<file path="config.mk">
export PLATFORM = sky130hd
export DESIGN_NAME = fetch_predict_unit
export DESIGN_NICKNAME = d
export VERILOG_FILES = /design/src/logic/bp_pkg.sv /design/src/logic/fetch_predict_unit.sv /design/src/logic/branch_info_stack.sv /design/src/logic/tournament_predictor.sv /design/src/logic/branch_target_buffer.sv
export SDC_FILE = /design/constraint.sdc
export NUM_CORES = 1
export LEC_CHECK = 0
export BUFFER_PORTS_ARGS = -buffer_cell sky130_fd_sc_hd__buf_2
export CAP_MARGIN = 10
export CORE_ASPECT_RATIO = 0.75
export CORE_UTILIZATION = 57
export CTS_BUF_LIST = sky130_fd_sc_hd__clkbuf_4 sky130_fd_sc_hd__clkbuf_8 sky130_fd_sc_hd__clkbuf_16
export CTS_CLUSTER_DIAMETER = 80
export CTS_CLUSTER_SIZE = 28
export DETAILED_ROUTE_END_ITERATION = 10
export HOLD_SLACK_MARGIN = 0.05
export PLACE_DENSITY_LB_ADDON = 0.3
export SYNTH_ARGS = -nofsm -noshare
export SYNTH_HDL_FRONTEND = slang
export SYNTH_SLANG_ARGS = --single-unit
</file>
<file path="constraint.sdc">
create_clock -name clock -period 10.75 [get_ports clock]
set_input_delay 1.6125 -clock clock [delete_from_list [all_inputs] [get_ports clock]]
set_output_delay 1.6125 -clock clock [all_outputs]
set_load 0.005 [all_outputs]
</file>
<file path="src/logic/bp_pkg.sv">
`default_nettype none

package bp_pkg;

    // Fetch bundle geometry
    localparam int FETCH_WIDTH = 2;

    // Global history length, also the width of every pattern table index
    localparam int HISTORY_BITS = 4;
    localparam int PHT_SIZE = 16;

    // Direct-mapped BTB
    localparam int BTB_ENTRIES = 8;
    localparam int BTB_INDEX_BITS = $clog2(BTB_ENTRIES);

    // Branch snapshots in flight between prediction and resolve
    localparam int STACK_DEPTH = 4;
    localparam int STACK_PTR_BITS = $clog2(STACK_DEPTH);
    localparam int STACK_COUNT_BITS = $clog2(STACK_DEPTH + 1);

    // Instruction address, always word aligned
    typedef logic [31:0] pc_t;

    typedef logic [HISTORY_BITS-1:0] history_t;
    typedef logic [HISTORY_BITS-1:0] pht_idx_t;

    // 2-bit saturating counter, upper bit is the prediction
    typedef logic [1:0] counter_t;

    // BTB index is pc[4:2], tag is the rest above it
    typedef logic [BTB_INDEX_BITS-1:0] btb_idx_t;
    typedef logic [31-BTB_INDEX_BITS-2:0] btb_tag_t;

    // Ring pointers wrap naturally at STACK_DEPTH
    typedef logic [STACK_PTR_BITS-1:0] stack_ptr_t;

    // Occupancy needs one more bit than the pointers to hold a full ring
    typedef logic [STACK_COUNT_BITS-1:0] stack_count_t;

endpackage

`default_nettype wire
</file>
<file path="src/logic/fetch_predict_unit.sv">
`default_nettype none

module fetch_predict_unit
    import bp_pkg::*;
(
    input  wire logic clock,
    input  wire logic reset,

    // Fetch bundle handshake and per-slot prediction
    input  wire logic fetch_valid,
    input  wire pc_t  fetch_pc,
    output logic      fetch_ready,
    output logic [FETCH_WIDTH-1:0] slot_branch,
    output logic [FETCH_WIDTH-1:0] slot_taken,
    output pc_t       slot_target [FETCH_WIDTH],

    // BTB fill strobe
    input  wire logic btb_fill_valid,
    input  wire pc_t  btb_fill_pc,
    input  wire pc_t  btb_fill_target,

    // In-order resolve strobe
    input  wire logic resolve_valid,
    input  wire logic resolve_taken,
    output logic      resolve_mispredict
);

    pc_t      slot_pc [FETCH_WIDTH];
    logic [FETCH_WIDTH-1:0] btb_hit;
    logic     bundle_fire;

    logic [FETCH_WIDTH-1:0] branch_kept;
    logic [FETCH_WIDTH-1:0] pred_taken;
    logic [FETCH_WIDTH-1:0] gshare_taken;
    logic [FETCH_WIDTH-1:0] simple_taken;
    history_t slot_history [FETCH_WIDTH];

    logic     old_valid;
    pc_t      old_pc;
    history_t old_history;
    logic     old_gshare_taken;
    logic     old_simple_taken;
    logic     old_pred_taken;

    // Sequential words of the bundle
    always_comb begin
        for (int i = 0; i < FETCH_WIDTH; i++) begin
            slot_pc[i] = fetch_pc + pc_t'(4 * i);
        end
    end

    assign bundle_fire = fetch_valid && fetch_ready;
    assign slot_branch = branch_kept;
    assign slot_taken = pred_taken;

    branch_target_buffer btb (
        .clock       (clock),
        .reset       (reset),
        .lookup_pc   (slot_pc),
        .btb_hit     (btb_hit),
        .btb_target  (slot_target),
        .fill_valid  (btb_fill_valid),
        .fill_pc     (btb_fill_pc),
        .fill_target (btb_fill_target)
    );

    tournament_predictor predictor (
        .clock              (clock),
        .reset              (reset),
        .slot_pc            (slot_pc),
        .btb_hit            (btb_hit),
        .bundle_fire        (bundle_fire),
        .branch_kept        (branch_kept),
        .pred_taken         (pred_taken),
        .gshare_taken       (gshare_taken),
        .simple_taken       (simple_taken),
        .slot_history       (slot_history),
        .resolve_valid      (resolve_valid),
        .resolve_taken      (resolve_taken),
        .old_valid          (old_valid),
        .old_pc             (old_pc),
        .old_history        (old_history),
        .old_gshare_taken   (old_gshare_taken),
        .old_simple_taken   (old_simple_taken),
        .old_pred_taken     (old_pred_taken),
        .resolve_mispredict (resolve_mispredict)
    );

    branch_info_stack stack (
        .clock              (clock),
        .reset              (reset),
        .push_fire          (bundle_fire),
        .branch_kept        (branch_kept),
        .pred_taken         (pred_taken),
        .gshare_taken       (gshare_taken),
        .simple_taken       (simple_taken),
        .slot_pc            (slot_pc),
        .slot_history       (slot_history),
        .fetch_ready        (fetch_ready),
        .resolve_valid      (resolve_valid),
        .resolve_mispredict (resolve_mispredict),
        .old_valid          (old_valid),
        .old_pc             (old_pc),
        .old_history        (old_history),
        .old_gshare_taken   (old_gshare_taken),
        .old_simple_taken   (old_simple_taken),
        .old_pred_taken     (old_pred_taken)
    );

endmodule

`default_nettype wire

</file>
<file path="src/logic/branch_info_stack.sv">
`default_nettype none

module branch_info_stack
    import bp_pkg::*;
(
    input  wire logic  clock,
    input  wire logic  reset,

    // Push side, one accepted bundle per cycle
    input  wire logic  push_fire,
    input  wire logic [FETCH_WIDTH-1:0] branch_kept,
    input  wire logic [FETCH_WIDTH-1:0] pred_taken,
    input  wire logic [FETCH_WIDTH-1:0] gshare_taken,
    input  wire logic [FETCH_WIDTH-1:0] simple_taken,
    input  wire pc_t   slot_pc [FETCH_WIDTH],
    input  wire history_t slot_history [FETCH_WIDTH],
    output logic       fetch_ready,

    // Resolve side, always the oldest entry
    input  wire logic  resolve_valid,
    input  wire logic  resolve_mispredict,
    output logic       old_valid,
    output pc_t        old_pc,
    output history_t   old_history,
    output logic       old_gshare_taken,
    output logic       old_simple_taken,
    output logic       old_pred_taken
);

    pc_t        ent_pc [STACK_DEPTH];
    history_t   ent_history [STACK_DEPTH];
    logic [STACK_DEPTH-1:0] ent_gshare;
    logic [STACK_DEPTH-1:0] ent_simple;
    logic [STACK_DEPTH-1:0] ent_pred;

    stack_ptr_t   head;
    stack_ptr_t   tail;
    stack_ptr_t   tail_next;
    stack_count_t count;
    stack_count_t push_count;
    stack_ptr_t   write_ptr [FETCH_WIDTH];
    logic [FETCH_WIDTH-1:0] write_en;
    logic         pop;

    // Kept branches land in consecutive entries, slot order preserved
    // A squash in the same cycle drops the bundle, it is on the wrong path
    always_comb begin
        stack_ptr_t ptr;
        ptr = tail;
        push_count = '0;
        for (int i = 0; i < FETCH_WIDTH; i++) begin
            write_en[i] = push_fire && branch_kept[i] && !resolve_mispredict;
            write_ptr[i] = ptr;
            if (write_en[i]) begin
                ptr = ptr + stack_ptr_t'(1);
                push_count = push_count + stack_count_t'(1);
            end
        end
        tail_next = ptr;
    end

    assign old_valid = (count != '0);
    assign pop = resolve_valid && old_valid;

    // Room for a full bundle is required before fetch may proceed
    assign fetch_ready = (stack_count_t'(STACK_DEPTH) - count) >= stack_count_t'(FETCH_WIDTH);

    assign old_pc = ent_pc[head];
    assign old_history = ent_history[head];
    assign old_gshare_taken = ent_gshare[head];
    assign old_simple_taken = ent_simple[head];
    assign old_pred_taken = ent_pred[head];

    always_ff @(posedge clock) begin
        if (reset || resolve_mispredict) begin
            head <= '0;
            tail <= '0;
            count <= '0;
        end else begin
            head <= head + stack_ptr_t'(pop);
            tail <= tail_next;
            count <= count + push_count - stack_count_t'(pop);
        end
    end

    always_ff @(posedge clock) begin
        for (int i = 0; i < FETCH_WIDTH; i++) begin
            if (write_en[i]) begin
                ent_pc[write_ptr[i]] <= slot_pc[i];
                ent_history[write_ptr[i]] <= slot_history[i];
                ent_gshare[write_ptr[i]] <= gshare_taken[i];
                ent_simple[write_ptr[i]] <= simple_taken[i];
                ent_pred[write_ptr[i]] <= pred_taken[i];
            end
        end
    end

endmodule

`default_nettype wire

</file>
<file path="src/logic/tournament_predictor.sv">
`default_nettype none

module tournament_predictor
    import bp_pkg::*;
(
    input  wire logic     clock,
    input  wire logic     reset,

    // Fetch side
    input  wire pc_t      slot_pc [FETCH_WIDTH],
    input  wire logic [FETCH_WIDTH-1:0] btb_hit,
    input  wire logic     bundle_fire,
    output logic [FETCH_WIDTH-1:0] branch_kept,
    output logic [FETCH_WIDTH-1:0] pred_taken,
    output logic [FETCH_WIDTH-1:0] gshare_taken,
    output logic [FETCH_WIDTH-1:0] simple_taken,
    output history_t      slot_history [FETCH_WIDTH],

    // Resolve side, oldest snapshot comes back from the stack
    input  wire logic     resolve_valid,
    input  wire logic     resolve_taken,
    input  wire logic     old_valid,
    input  wire pc_t      old_pc,
    input  wire history_t old_history,
    input  wire logic     old_gshare_taken,
    input  wire logic     old_simple_taken,
    input  wire logic     old_pred_taken,
    output logic          resolve_mispredict
);

    counter_t [PHT_SIZE-1:0] gshare_pht;
    counter_t [PHT_SIZE-1:0] simple_pht;
    counter_t [PHT_SIZE-1:0] chooser_pht;
    counter_t [PHT_SIZE-1:0] gshare_next;
    counter_t [PHT_SIZE-1:0] simple_next;
    counter_t [PHT_SIZE-1:0] chooser_next;

    history_t global_history;
    history_t history_next;

    logic     train_en;
    pht_idx_t old_gshare_idx;
    pht_idx_t old_simple_idx;
    logic     gshare_right;
    logic     simple_right;

    // One saturating step toward the given direction
    function automatic counter_t step_counter(counter_t value, logic up);
        counter_t result;
        result = value;
        if (up && value != 2'b11) begin
            result = value + 2'b01;
        end else if (!up && value != 2'b00) begin
            result = value - 2'b01;
        end
        return result;
    endfunction

    // A resolve on an empty stack carries no snapshot and is dropped
    assign train_en = resolve_valid && old_valid;
    assign resolve_mispredict = train_en && (resolve_taken != old_pred_taken);

    // Rebuild the indexes this branch used when it was predicted
    assign old_simple_idx = old_pc[HISTORY_BITS+1:2];
    assign old_gshare_idx = old_pc[HISTORY_BITS+1:2] ^ old_history;

    assign gshare_right = (old_gshare_taken == resolve_taken);
    assign simple_right = (old_simple_taken == resolve_taken);

    // Training, the result is also what a same-cycle fetch looks up
    always_comb begin
        gshare_next = gshare_pht;
        simple_next = simple_pht;
        chooser_next = chooser_pht;
        if (train_en) begin
            gshare_next[old_gshare_idx] = step_counter(gshare_pht[old_gshare_idx], resolve_taken);
            simple_next[old_simple_idx] = step_counter(simple_pht[old_simple_idx], resolve_taken);
            // Chooser only moves when exactly one side got it right
            if (gshare_right && !simple_right) begin
                chooser_next[old_simple_idx] = step_counter(chooser_pht[old_simple_idx], 1'b1);
            end else if (simple_right && !gshare_right) begin
                chooser_next[old_simple_idx] = step_counter(chooser_pht[old_simple_idx], 1'b0);
            end
        end
    end

    // Per-slot prediction in program order
    always_comb begin
        history_t shifted;
        pht_idx_t gshare_idx;
        pht_idx_t simple_idx;
        logic     use_gshare;
        logic     alive;
        shifted = global_history;
        alive = 1'b1;
        for (int i = 0; i < FETCH_WIDTH; i++) begin
            slot_history[i] = shifted;
            simple_idx = slot_pc[i][HISTORY_BITS+1:2];
            gshare_idx = slot_pc[i][HISTORY_BITS+1:2] ^ shifted;
            gshare_taken[i] = gshare_next[gshare_idx][1];
            simple_taken[i] = simple_next[simple_idx][1];
            use_gshare = chooser_next[simple_idx][1];
            branch_kept[i] = btb_hit[i] && alive;
            pred_taken[i] = branch_kept[i] && (use_gshare ? gshare_taken[i] : simple_taken[i]);
            // Nothing after a taken branch is fetched
            if (pred_taken[i]) begin
                alive = 1'b0;
            end
            // an earlier hit that reaches here was predicted not taken
            if (btb_hit[i]) begin
                shifted = {shifted[HISTORY_BITS-2:0], 1'b0};
            end
        end
    end

    // Bundle end takes the last kept branch, repair overrides it
    always_comb begin
        history_next = global_history;
        if (bundle_fire) begin
            for (int i = 0; i < FETCH_WIDTH; i++) begin
                if (branch_kept[i]) begin
                    history_next = {slot_history[i][HISTORY_BITS-2:0], pred_taken[i]};
                end
            end
        end
        if (resolve_mispredict) begin
            history_next = {old_history[HISTORY_BITS-2:0], resolve_taken};
        end
    end

    // All counters start strongly not taken, chooser on bimodal
    always_ff @(posedge clock) begin
        if (reset) begin
            gshare_pht <= '0;
            simple_pht <= '0;
            chooser_pht <= '0;
            global_history <= '0;
        end else begin
            gshare_pht <= gshare_next;
            simple_pht <= simple_next;
            chooser_pht <= chooser_next;
            global_history <= history_next;
        end
    end

endmodule

`default_nettype wire

</file>
<file path="src/logic/branch_target_buffer.sv">
`default_nettype none

module branch_target_buffer
    import bp_pkg::*;
(
    input  wire logic clock,
    input  wire logic reset,

    // Parallel lookup with one address per fetch slot
    input  wire pc_t  lookup_pc [FETCH_WIDTH],
    output logic [FETCH_WIDTH-1:0] btb_hit,
    output pc_t       btb_target [FETCH_WIDTH],

    // Fill from decode when a new branch is found
    input  wire logic fill_valid,
    input  wire pc_t  fill_pc,
    input  wire pc_t  fill_target
);

    logic [BTB_ENTRIES-1:0] entry_valid;
    btb_tag_t               entry_tag [BTB_ENTRIES];
    pc_t                    entry_target [BTB_ENTRIES];

    btb_idx_t fill_idx;
    btb_tag_t fill_tag;

    // Index sits right above the dropped word offset bits
    assign fill_idx = fill_pc[BTB_INDEX_BITS+1:2];
    assign fill_tag = fill_pc[31:BTB_INDEX_BITS+2];

    // Lookup reads only the registered table so a fill shows up a cycle later
    always_comb begin
        btb_idx_t idx;
        btb_tag_t tag;
        for (int i = 0; i < FETCH_WIDTH; i++) begin
            idx = lookup_pc[i][BTB_INDEX_BITS+1:2];
            tag = lookup_pc[i][31:BTB_INDEX_BITS+2];
            btb_hit[i] = entry_valid[idx] && (entry_tag[idx] == tag);
            btb_target[i] = entry_target[idx];
        end
    end

    // An entry becomes valid on its first fill
    always_ff @(posedge clock) begin
        if (reset) begin
            entry_valid <= '0;
        end else if (fill_valid) begin
            entry_valid[fill_idx] <= 1'b1;
        end
    end

    // Tag and target simply overwrite whatever held this index before
    always_ff @(posedge clock) begin
        if (fill_valid) begin
            entry_tag[fill_idx] <= fill_tag;
            entry_target[fill_idx] <= fill_target;
        end
    end

endmodule

`default_nettype wire

</file>
==> out/results.tsv <==
stage	metric	value	unit
status	status	complete, no violations	
global_routing	pin count of the biggest net entering global routing	102	
routing	Routed met1 length	36350	µm
clocking	post_cts resized	0	
cells_and_area	share of layout cells above drive strength 1	23.56	%
worst_setup_path	CP top delay family	compound AO/OA/AOI/OAI gates	
sta	clk_skew	49.12	ps
cells_and_area	Fillers	4352	
worst_setup_path	critical path class	reg -> out	
routing	drc violations	0	
synth	largest family of logic cells by synthesized area	multiplexers	
power	power density over cell area	157.9	nW/µm²
sta	Slew @ Worst Pin	1383	ps
sta	FMAX	109.7	MHz
clocking	Worst-path clk slew	110	ps
min_path	Hold Path Stages	2	
job	Max-cap violations	0	
power	Max IR drop VDD	0.2086	mV
routing	Post-DRT Antenna Nets	0	
routing	DR WL/cell	26.07	µm
routing	Vias	22550	
synth	sequential share of the synthesized area	53.37	%
sta	RSZ-0062 raised after global routing	false	
worst_setup_path	CP max stage cell	mux4_2	
worst_setup_path	arrival time worst endpoint	7510	ps
clocking	CTS root buf	clkbuf_16	
floorplanning	die width	280.3	µm
routing	drt pass-1 iters	8	
synth	XOR/XNOR share of the synthesized area	2.883	%
cells_and_area	fin cells	3373	
floorplanning	starting density of the core	57.66	%
clocking	Sink Count	631	
synth	Synth Area in Adders	0.9294	%
synth	Post-synth EDFFs	504	
sta	Final TNS setup	0	ps
worst_setup_path	Critical Path, Cell by Cell	buf_4, mux4_2, buf_4, mux4_2, nor2b_1, a211oi_1, a21oi_1, inv_1, ha_1, inv_1, nor2_1, o221ai_1, nand2_1, a2111oi_0, o31ai_1, or4_1, o221ai_1, buf_4, inv_1, and2_1, buf_2	
placed_design	DP Wirelength	57180	µm
power	switching share of power	31.31	%
global_routing	first-pass GRT wire length	133800	µm
global_routing	antenna violations before repair	13	
power	Comb pwr share	25.2	%
synth	post-synthesis mux area share	23.18	%
synth	ys async rst share	0	%
synth	Post-synth top flop	edfxtp_1	
routing	initial drt markers	2811	
synth	Syn Std Cell Area	33120	µm²
global_routing	grt ovf	0	
worst_setup_path	Critical R2R Launch	stack.head[0]	
floorplanning	cell row count	76	
worst_setup_path	Reg2Reg Depth	24	
floorplanning	die area	59080	µm²
worst_setup_path	startpoint types	flop	
sta	final hold violation count	0	
worst_setup_path	Critical Path Fanout Max	30	
synth	Compound-Gate Fraction of Synth Area	7.015	%
clocking	Skew-Pair Late Insertion Delay	660	ps
sta	final slew viol count	0	
synth	syn nets	2616	
routing	Post-Route WL	87940	µm
synth	Mapped Avg Cell Area	13.30	µm²
clocking	Setup Buffers After CTS	0	
clocking	CTS H-tree depth	1	
routing	met3 WL	8879	µm
placed_design	Post-Place Cells	3307	
worst_setup_path	CP Buf/Inv Count	7	
cells_and_area	Layout area overhead	7.975	%
routing	Top Metal Used	met5	
clocking	CTS Buf Count	30	
synth	Synth Instances	2490	
clocking	CTS Hold Buffers Added	0	
worst_setup_path	reg-to-reg endpoint	stack.count[2]	
floorplanning	die height	210.8	µm
synth	Yosys cell types	82	
sta	crit share post-route	84.83	%
sta	Final setup viols	0	
synth	total number of yosys warnings	0	
floorplanning	Core Area	57440	µm²
clocking	CTS tree	yes	
sta	fin crit period	9119	ps
sta	Slew headroom	6.969	%
worst_setup_path	crit end category	primary output	
floorplanning	IO Pins	172	
power	net switching power	1.767	mW
routing	Via density	6.685	
routing	DR WL met2	40740	µm
clocking	clk buf depth	3	
synth	area share of and/or/nand/nor cells after synthesis	10.02	%
power	LEAKAGE	12.02	nW
global_routing	vias in the first global route	22280	
global_routing	GRT Total Usage	29.82	%
worst_setup_path	Required @ worst endpoint	9140	ps
power	sequential power share	49.2	%
worst_setup_path	r2r setup slk	3080	ps
placed_design	Routability Congestion	0.9596	
min_path	HP Class	reg -> reg	
placed_design	port bufs	167	
cells_and_area	Layout Nets	2685	
power	Internal Power	3.877	mW
power	Clock power frac	25.6	%
synth	Yosys reg bits	631	
worst_setup_path	CP max stage delay	960	ps
## cells in the mapped netlist, types with 31 or more instances
| cell type | instances | area [µm²] |
|---|---|---|
| mux2i_1 | 139 | 1391 |
| nand3_1 | 32 | 160.2 |
| edfxtp_1 | 504 | 15130 |
| nand2_1 | 234 | 878.3 |
| inv_1 | 32 | 120.1 |
| nor2_1 | 229 | 859.6 |
| xnor2_1 | 86 | 753.2 |
| o21ai_0 | 63 | 315.3 |
| buf_1 | 31 | 116.4 |
| mux4_2 | 242 | 5450 |
| nor3_1 | 37 | 185.2 |
| dfxtp_1 | 127 | 2542 |
| a21oi_1 | 97 | 485.5 |
| mux2_2 | 71 | 799.5 |
| clkbuf_1 | 100 | 375.4 |
## worst max-delay path by stage
stage / startpoint / endpoint / slack, ps / cells past startpoint
5_1_grt: fetch_pc[3] / slot_taken[1] / 1310 / 16
6_report: stack.head[0] / slot_taken[1] / 1630 / 21
4_1_cts: fetch_pc[3] / slot_taken[1] / 1800 / 17
3_3_place_gp: fetch_pc[3] / slot_taken[1] / 1840 / 17
2_1_floorplan: fetch_pc[2] / slot_target[20] / 3440 / 14
3_5_place_dp: fetch_pc[3] / slot_taken[1] / 1820 / 17
## layout make-up
type | instances | area, µm² | area share (%)
clock inverters | 11 | 196.4 | 0.5493
flip-flops and latches | 631 | 17680 | 49.43
repair buffers | 208 | 1192 | 3.334
diodes | 12 | 30.03 | 0.08397
multi-input cells | 1654 | 14680 | 41.04
clock buffers | 43 | 883.3 | 2.470
inverters | 34 | 127.6 | 0.3569
well taps | 780 | 975.9 | 2.729
## kinds of logic (layout without fill, tap and decap cells)
logic type / after synthesis / count (layout)
simple gates: 716 / 716
other cells: 0 / 12
compound gates: 350 / 350
mux: 455 / 455
buf+inv: 205 / 296
flops: 631 / 631
fa+ha+maj: 24 / 24
xor+xnor: 109 / 109
## tightest hold or removal path: cells and delay by family (launching register included)
kind | cells | cell delay [ps]
flops | 1 | 320
compound gates | 2 | 120
## power groups by stage
stage	Clock [mW]	Sequential, mW	Combinational, mW
after floorplan	0	2.81	0.981
after global placement	0	2.82	1.36
after detailed placement	0	2.83	1.39
after CTS	1.45	2.78	1.40
after global routing	1.53	2.79	1.52
final	1.44	2.78	1.42
## placed cells by master (no fill, tap or decap), types with 26 or more instances in the layout
cell       Yosys  final
a211oi_1      26     26
a21oi_1       97     97
buf_2         29    163
buf_4          8     41
clkbuf_16      0     32
dfxtp_1      127    127
edfxtp_1     504    504
inv_1         32     32
mux2_2        71     71
mux2i_1      139    139
mux4_2       242    242
nand2_1      234    234
nand3_1       32     32
nand4_1       29     29
nor2_1       229    223
nor3_1        37     35
o21ai_0       63     63
xnor2_1       86     85
## flip-flops by register name (all words and copies together), names as in the netlist, named ones only
name	count
stack.ent_simple	4
stack.count	3
stack.ent_pc	16
predictor.simple_pht	16
btb.entry_target	256
predictor.chooser_pht	16
stack.head	2
stack.ent_history	16
btb.entry_tag	216
predictor.gshare_pht	16
predictor.global_history	4
stack.ent_gshare	4
btb.entry_valid	8
stack.tail	2
stack.ent_pred	4
## routing by layer
metal  global-route usage [%]  vias up
li1                         -     9794
met1                    43.71    11410
met2                    46.23     1194
met3                    6.106      147
met4                    6.765        4
met5                        0        -
## through the flow
| step | power, mW | hold slack, ps | util (%) | instance area (µm²) | setup slack [ps] |
|---|---|---|---|---|---|
| final | 5.645 | 481.7 | 62.26 | 35760 | 1631 |
| after global routing | 5.846 | 506.8 | 62.24 | 35750 | 1311 |
| after CTS | 5.630 | 481.3 | 62.21 | 35730 | 1801 |
| after detailed placement | 4.227 | 466.7 | 60.33 | 34650 | 1820 |
| after global placement | 4.185 | 456.8 | 60.33 | 34650 | 1841 |
| after floorplan | 3.790 | 448.9 | - | 33120 | 3444 |
Power figures use the tool's default switching activity.
